===== src/verilog/progMapPkg.sv =====
// Shared sizes and types; the table depth must stay a power of two matching TableIndexWidth
package progMapPkg;

	//////////////////////////////
	// Sizes
	//////////////////////////////

	localparam int TableEntries    = 8;
	localparam int TableIndexWidth = 3;
	localparam int ThreadIdWidth   = 6;
	localparam int AddressWidth    = 10;
	localparam int MemWords        = 1024;	// Instruction-memory words

	typedef logic [ThreadIdWidth-1:0]   threadId_t;
	typedef logic [AddressWidth-1:0]    memWord_t;	// Address or length
	typedef logic [TableIndexWidth-1:0] tableIndex_t;

	//////////////////////////////
	// Payloads
	//////////////////////////////

	// Loader request, 16 bits
	typedef struct packed {
		threadId_t threadId;
		memWord_t  length;
	} storeRequest_t;

	// One map-table entry, 27 bits
	typedef struct packed {
		logic      valid;
		threadId_t threadId;
		memWord_t  address;	// Start word in instruction memory
		memWord_t  length;
	} mapEntry_t;

	// Answer to the dispatcher, 21 bits
	typedef struct packed {
		logic     hit;
		memWord_t address;
		memWord_t length;
	} lookupResult_t;

	typedef enum logic [1:0] {
		mapIdle,
		mapStoreAck,
		mapLookupAck
	} mapState_e;

endpackage


===== src/verilog/mapControl.sv =====
// One transaction at a time, stores first; requests must stay stable until their ack
module mapControl
	import progMapPkg::*;
(
	input  logic clock,
	input  logic reset,
	input  logic storeReq,
	input  logic lookupReq,
	input  logic slotFree,
	input  logic atCapacity,
	output logic storeWrite,
	output logic lookupTake,
	output logic storeAck,
	output logic lookupAck,
	output logic full
);

	mapState_e state;
	mapState_e nextState;

	assign full = ~slotFree | atCapacity;

	//////////////////////////////
	// Strobes out of idle
	//////////////////////////////

	assign storeWrite = (state == mapIdle) && storeReq && !full;
	assign lookupTake = (state == mapIdle) && lookupReq && !storeWrite;	// Store wins

	always_comb begin
		nextState = state;
		case (state)
			mapIdle: begin
				if (storeWrite) begin
					nextState = mapStoreAck;
				end else if (lookupTake) begin
					nextState = mapLookupAck;
				end
			end
			mapStoreAck:  nextState = mapIdle;
			mapLookupAck: nextState = mapIdle;
			default:      nextState = mapIdle;
		endcase
	end

	always_ff @(posedge clock) begin
		if (reset) begin
			state <= mapIdle;
		end else begin
			state <= nextState;
		end
	end

	assign storeAck  = state == mapStoreAck;
	assign lookupAck = state == mapLookupAck;

	// Requesters hold their request through the acknowledge pulse
	assert property (@(posedge clock) disable iff (reset)
		storeAck |-> storeReq);

	assert property (@(posedge clock) disable iff (reset)
		lookupAck |-> lookupReq);

endmodule


===== src/verilog/mapTable.sv =====
// Eight-slot program map; a store and a take never arrive in the same cycle, no duplicate-ID check
module mapTable
	import progMapPkg::*;
(
	input  logic          clock,
	input  logic          reset,
	input  logic          storeWrite,
	input  logic          lookupTake,
	input  storeRequest_t storeData,
	input  memWord_t      baseAddress,	// Current used size
	input  threadId_t     lookupId,
	output logic          slotFree,
	output logic          hitNow,
	output memWord_t      removedLength,
	output lookupResult_t lookupResult
);

	mapEntry_t              entries [TableEntries];
	logic [TableEntries-1:0] freeVec;
	logic [TableEntries-1:0] matchVec;
	tableIndex_t            freeIndex;
	tableIndex_t            matchIndex;

	//////////////////////////////
	// Match and free vectors
	//////////////////////////////

	always_comb begin
		for (int i = 0; i < TableEntries; i++) begin
			freeVec[i]  = ~entries[i].valid;
			matchVec[i] = entries[i].valid && (entries[i].threadId == lookupId);
		end
	end

	slotEncoder #(
		.Entries (TableEntries)
	) freeFinder (
		.bits  (freeVec),
		.index (freeIndex),
		.any   (slotFree)
	);

	slotEncoder #(
		.Entries (TableEntries)
	) matchFinder (
		.bits  (matchVec),
		.index (matchIndex),
		.any   (hitNow)
	);

	assign removedLength = entries[matchIndex].length;	// Only meaningful with hitNow

	//////////////////////////////
	// Table registers
	//////////////////////////////

	always_ff @(posedge clock) begin
		if (reset) begin
			for (int i = 0; i < TableEntries; i++) begin
				entries[i].valid <= 1'b0;
			end
		end else begin
			if (storeWrite) begin
				entries[freeIndex].valid    <= 1'b1;
				entries[freeIndex].threadId <= storeData.threadId;
				entries[freeIndex].address  <= baseAddress;	// Bump allocation
				entries[freeIndex].length   <= storeData.length;
			end
			if (lookupTake && hitNow) begin
				entries[matchIndex].valid <= 1'b0;	// Free on dispatch
			end
		end
	end

	// Result held until the next lookup
	always_ff @(posedge clock) begin
		if (reset) begin
			lookupResult <= '0;
		end else if (lookupTake) begin
			lookupResult.hit     <= hitNow;
			lookupResult.address <= hitNow ? entries[matchIndex].address : '0;
			lookupResult.length  <= hitNow ? removedLength : '0;
		end
	end

	// Control must hold stores back while the table is full
	assert property (@(posedge clock) disable iff (reset)
		storeWrite |-> !entries[freeIndex].valid);

endmodule


===== src/verilog/programMapper.sv =====
// Program-map top; no memory compaction, addresses reused safely only for in-order release
module programMapper
	import progMapPkg::*;
(
	input  logic          clock,
	input  logic          reset,
	input  logic          storeReq,
	input  storeRequest_t storeData,
	output logic          storeAck,
	input  logic          lookupReq,
	input  threadId_t     lookupId,
	output logic          lookupAck,
	output lookupResult_t lookupResult,
	output memWord_t      usedSize,
	output logic          full
);

	logic     storeWrite;
	logic     lookupTake;
	logic     slotFree;
	logic     atCapacity;
	logic     hitNow;
	logic     subEnable;
	memWord_t removedLength;

	assign subEnable = lookupTake & hitNow;	// Misses leave the size alone

	mapControl i_mapControl (
		.clock      (clock),
		.reset      (reset),
		.storeReq   (storeReq),
		.lookupReq  (lookupReq),
		.slotFree   (slotFree),
		.atCapacity (atCapacity),
		.storeWrite (storeWrite),
		.lookupTake (lookupTake),
		.storeAck   (storeAck),
		.lookupAck  (lookupAck),
		.full       (full)
	);

	mapTable i_mapTable (
		.clock         (clock),
		.reset         (reset),
		.storeWrite    (storeWrite),
		.lookupTake    (lookupTake),
		.storeData     (storeData),
		.baseAddress   (usedSize),
		.lookupId      (lookupId),
		.slotFree      (slotFree),
		.hitNow        (hitNow),
		.removedLength (removedLength),
		.lookupResult  (lookupResult)
	);

	usedSizeTracker i_usedSizeTracker (
		.clock      (clock),
		.reset      (reset),
		.addEnable  (storeWrite),
		.addLength  (storeData.length),
		.subEnable  (subEnable),
		.subLength  (removedLength),
		.usedSize   (usedSize),
		.atCapacity (atCapacity)
	);

endmodule


===== src/verilog/slotEncoder.sv =====
// Lowest-index priority encoder; Entries must not exceed the range of tableIndex_t
module slotEncoder
	import progMapPkg::*;
#(
	parameter int Entries = 8
) (
	input  logic [Entries-1:0] bits,
	output tableIndex_t        index,
	output logic               any
);

	assign any = |bits;

	// Scan from the top so the lowest set bit is the last one taken
	always_comb begin
		index = '0;
		for (int i = Entries - 1; i >= 0; i--) begin
			if (bits[i]) begin
				index = tableIndex_t'(i);
			end
		end
	end

endmodule


===== src/verilog/usedSizeTracker.sv =====
// Used-word counter; no overflow guard, the store gate relies on atCapacity and slot count
module usedSizeTracker
	import progMapPkg::*;
(
	input  logic     clock,
	input  logic     reset,
	input  logic     addEnable,
	input  memWord_t addLength,
	input  logic     subEnable,
	input  memWord_t subLength,
	output memWord_t usedSize,
	output logic     atCapacity
);

	memWord_t count;

	always_ff @(posedge clock) begin
		if (reset) begin
			count <= '0;
		end else if (addEnable) begin
			count <= count + addLength;	// Store placed
		end else if (subEnable) begin
			count <= count - subLength;	// Program dispatched
		end
	end

	assign usedSize   = count;
	assign atCapacity = count >= memWord_t'(MemWords - 1);	// Last word reached

	// Releases only give back what stores added
	assert property (@(posedge clock) disable iff (reset)
		subEnable |-> subLength <= count);

	// Control serializes stores and lookups
	assert property (@(posedge clock) disable iff (reset)
		!(addEnable && subEnable));

endmodule

===== config.mk =====
export PLATFORM = sky130hd
export DESIGN_NAME = programMapper
export DESIGN_NICKNAME = d
export VERILOG_FILES = /design/src/verilog/progMapPkg.sv /design/src/verilog/mapControl.sv /design/src/verilog/mapTable.sv /design/src/verilog/programMapper.sv /design/src/verilog/slotEncoder.sv /design/src/verilog/usedSizeTracker.sv
export SDC_FILE = /design/constraint.sdc
export NUM_CORES = 1
export LEC_CHECK = 0
export BUFFER_PORTS_ARGS = -buffer_cell sky130_fd_sc_hd__clkbuf_2
export CORE_MARGIN = 1
export CORE_UTILIZATION = 56
export CTS_CLUSTER_SIZE = 25
export DETAILED_ROUTE_END_ITERATION = 6
export GPL_TIMING_DRIVEN = 1
export PLACE_DENSITY = 0.76
export SLEW_MARGIN = 10
export SYNTH_ARGS = -nofsm -noshare
export SYNTH_HDL_FRONTEND = slang
export SYNTH_SLANG_ARGS = --single-unit

===== constraint.sdc =====
create_clock -name clock -period 12.4 [get_ports clock]
set_clock_uncertainty 0.05 [all_clocks]
set_input_delay 1.24 -clock clock [delete_from_list [all_inputs] [get_ports clock]]
set_output_delay 1.24 -clock clock [all_outputs]
set_load 0.02 [all_outputs]

==> flow_summary.json <==
{
  "r2r_end": "i_usedSizeTracker.usedSize[9]",
  "status": "finished, final reports clean",
  "postSynthCellCount": 870,
  "synth_top_area_frac": 0.5806,
  "ios": 60,
  "drt_wl_total_mm": 26.85,
  "dr.first_iter.drc_count": 665,
  "cts_sinks": 249,
  "dieArea_um2": 20520,
  "slowest_delay_ns": 0.86,
  "tightest_slew_ns": 1.114,
  "synthTopCellsByArea": "edfxtp_1 58%, dfxtp_1 5.9%, nand2_1 3.4%",
  "drive_gt1_frac": 0.1719,
  "wl_per_cell_um": 22.13,
  "firstDrtPassIters": 5,
  "pwr-share-seq": 0.498,
  "ant_nets": 0,
  "via_per_inst": 6.213,
  "start_util": 0.5722,
  "dp_hpwl_mm": 17.47,
  "worstPathCellList": "clkbuf_2 -> xnor2_1 -> nand4_1 -> nor3_1 -> nor4_2 -> nand2_1 -> a21oi_1 -> and3_1 -> a311oi_2 -> inv_1 -> ha_1 -> mux2_2 -> ha_1 -> a21o_1 -> a21o_1 -> a21o_1 -> a21oi_1 -> o21ai_0 -> a31oi_1 -> xnor2_1 -> a21oi_1 -> and3_1 -> mux2i_1 -> nand4_1",
  "critPathKind": "input pin to flip-flop",
  "rsz0062_at_grt": "no",
  "synthMuxAreaShare": 0.01926,
  "nets": 966,
  "postSynthAreaPerCell_um2": 12.84,
  "post_cts_buffers": 0,
  "ys_types": 77,
  "diodes": 0,
  "antenna_found_initial": 0,
  "grt_pass1_vias": 7312,
  "r2r-start": "i_mapTable.entries[1][25]",
  "hold_end": "i_mapTable.lookupResult[20]",
  "grt_pass1_wl_mm": 41.61,
  "layout_min_cycle_time_ns": 7.211,
  "htree_levels": 1,
  "clk_pin_slew_ns": 0.06,
  "leakagePower_nw": 4.458,
  "die_y_um": 143.2,
  "clk_latency_ns": 0.52,
  "synth_area_um2": 11170,
  "grt_max_degree": 37,
  "r2r_slack_ns": 5.74,
  "globalRouteTotalUtil": 0.2727,
  "power.switching_uw": 424.3,
  "vias": 7536,
  "cp_slowest_cell": "nor3_1",
  "p_total_mw": 1.907,
  "grt_overflow": 0,
  "cts_buffers": 25,
  "power_density_nw_per_um2": 150.9,
  "nFillCells": 1431,
  "post_cts_resized": 0,
  "synth_edf_count": 216,
  "whs_path_depth": 2,
  "synth_top_area_cell": "edfxtp_1",
  "area_growth_pct": 13.11,
  "port_buffers": 59,
  "synth_compound_area_frac": 0.1086,
  "ys_seq_area_frac": 0.6397,
  "drv_cap": 0,
  "yosysMostFrequentCell": "edfxtp_1",
  "min_path_type": "flip-flop to flip-flop",
  "dpl.cell_count": 1167,
  "synthArstFlopShare": 0,
  "drc_errors": 0,
  "intPower_mw": 1.482,
  "synth_xor_area_frac": 0.04917,
  "synthAdderAreaFrac": 0.01299,
  "core_um2": 19530,
  "worstPathArrival_ns": 7.56,
  "worstSetupEndpointType": "flip-flop",
  "synth_seq_cells": 249,
  "cp_max_fo": 21,
  "cp_data_required_time_ns": 12.75,
  "hold_buffers": 0,
  "hold_viol_final": 0,
  "slew_headroom": 0.2575,
  "placementRows": 51,
  "multi_input_area_um2": 3794,
  "holdCritStartpoint": "i_mapTable.lookupResult[20]",
  "synth-main-ff-cell": "edfxtp_1",
  "fmax_ghz": 0.1387,
  "ir_worst_vdd_v": 0.0001330,
  "synth.top_cells.by_count": "216 x edfxtp_1, 101 x nand2_1, 64 x nor2_1",
  "tns_ns": 0,
  "synth_top_family_by_area": "simple AND/OR/NAND/NOR gates",
  "start_kind": "input pin",
  "clk_path_buf_depth": 3,
  "cts_tree": "built",
  "clockRootBuffer": "clkbuf_16",
  "pwr-share-clk": 0.420,
  "seq_area_um2": 7147,
  "syn_nets": 907,
  "yosys_warnings": 0,
  "period_share": 0.5815,
  "place_congestion": 0.8493,
  "die_w_um": 143.2,
  "comb_power_share": 0.082,
  "report.final.setup_viol": 0,
  "slew_violations": 0,
  "final_cells": 1213,
  "synth_simple_gate_area_frac": 0.1450,
  "r2r_cells": 23,
  "p_sw_frac": 0.2225
}
kinds of logic after synthesis:
| family | Yosys count |
|---|---|
| fa+ha+maj | 11 |
| compound gates | 163 |
| xor+xnor | 61 |
| flops | 249 |
| simple gates | 315 |
| buf+inv | 55 |
| mux | 16 |
flip-flops by register name, summed over array words and instances, names as in the netlist:
| name | cells |
|---|---|
| i_mapTable.entries | 216 |
| i_mapTable.lookupResult | 21 |
| i_usedSizeTracker.usedSize | 10 |
| i_mapControl.state | 2 |
power by group through the flow:
stage                     sequential, mW  clock [mW]  combinational [mW]
after floorplan                    0.967           0               0.106
after CTS                          0.950       0.809               0.155
after global routing               0.951       0.844               0.172
after global placement             0.967           0               0.150
after detailed placement           0.967           0               0.154
final                              0.950       0.801               0.156
final cells by class:
| type | count | area share |
|---|---|---|
| clock buffer | 31 | 0.05366 |
| clock inverter | 15 | 0.01644 |
| inverter | 7 | 0.002079 |
| multi-input combinational | 566 | 0.3002 |
| sequential | 249 | 0.5655 |
| tap | 265 | 0.02624 |
| timing repair buffer | 80 | 0.03584 |
layout by cell type, fill, tap and decap left out, types with 21 or more instances in the layout:
cell / instances
edfxtp_1: 216
nand2_1: 101
clkbuf_2: 59
nor2_1: 55
nand3_1: 44
xnor2_1: 35
dfxtp_1: 33
nor2b_1: 30
o21ai_0: 27
clkbuf_16: 25
xor2_1: 24
a21oi_1: 23
buf_4: 21
per-layer routing:
metal,share of wire,wire [µm],GRT usage,vias to the layer above
met5,0,0,0,-
met3,0.071,1903,0.03689,67
met1,0.41,11040,0.3696,3742
met2,0.49,13060,0.4470,319
met4,0.031,836,0.1092,0
li1,-,-,-,3408
worst max-delay path by stage:
stage	from	endpoint	slack (ns)
floorplan	lookupId[1]	i_usedSizeTracker.usedSize[9]	6.26
global placement	lookupId[5]	i_usedSizeTracker.usedSize[9]	5.25
detailed placement	lookupId[5]	i_usedSizeTracker.usedSize[9]	4.90
CTS	lookupId[5]	i_usedSizeTracker.usedSize[9]	5.36
global route	lookupId[5]	i_usedSizeTracker.usedSize[9]	4.86
finish	lookupId[5]	i_usedSizeTracker.usedSize[9]	5.19
stage by stage:
step / hold WS [ns] / instance area [µm²] / util / worst slack [ns]
2_1_floorplan: 0.4500 / 11170 / - / 6.262
4_1_cts: 0.4078 / 12640 / 0.6472 / 5.356
3_5_place_dp: 0.3822 / 11750 / 0.6018 / 4.898
6_report: 0.4004 / 12640 / 0.6472 / 5.189
5_1_grt: 0.4403 / 12640 / 0.6472 / 4.856
3_3_place_gp: 0.3818 / 11750 / 0.6018 / 5.253
critical path, delay by kind of cell:
family                     cells  cell delay [ns]
xor gates and xnor gates       2             0.44
buffers and inverters          2             0.32
and+or+nand+nor                7             2.53
AOI/OAI and AO/OA              9             2.02
muxes                          2             0.42
adders and majority gates      2             0.57
(Power assumes the default switching activity.)
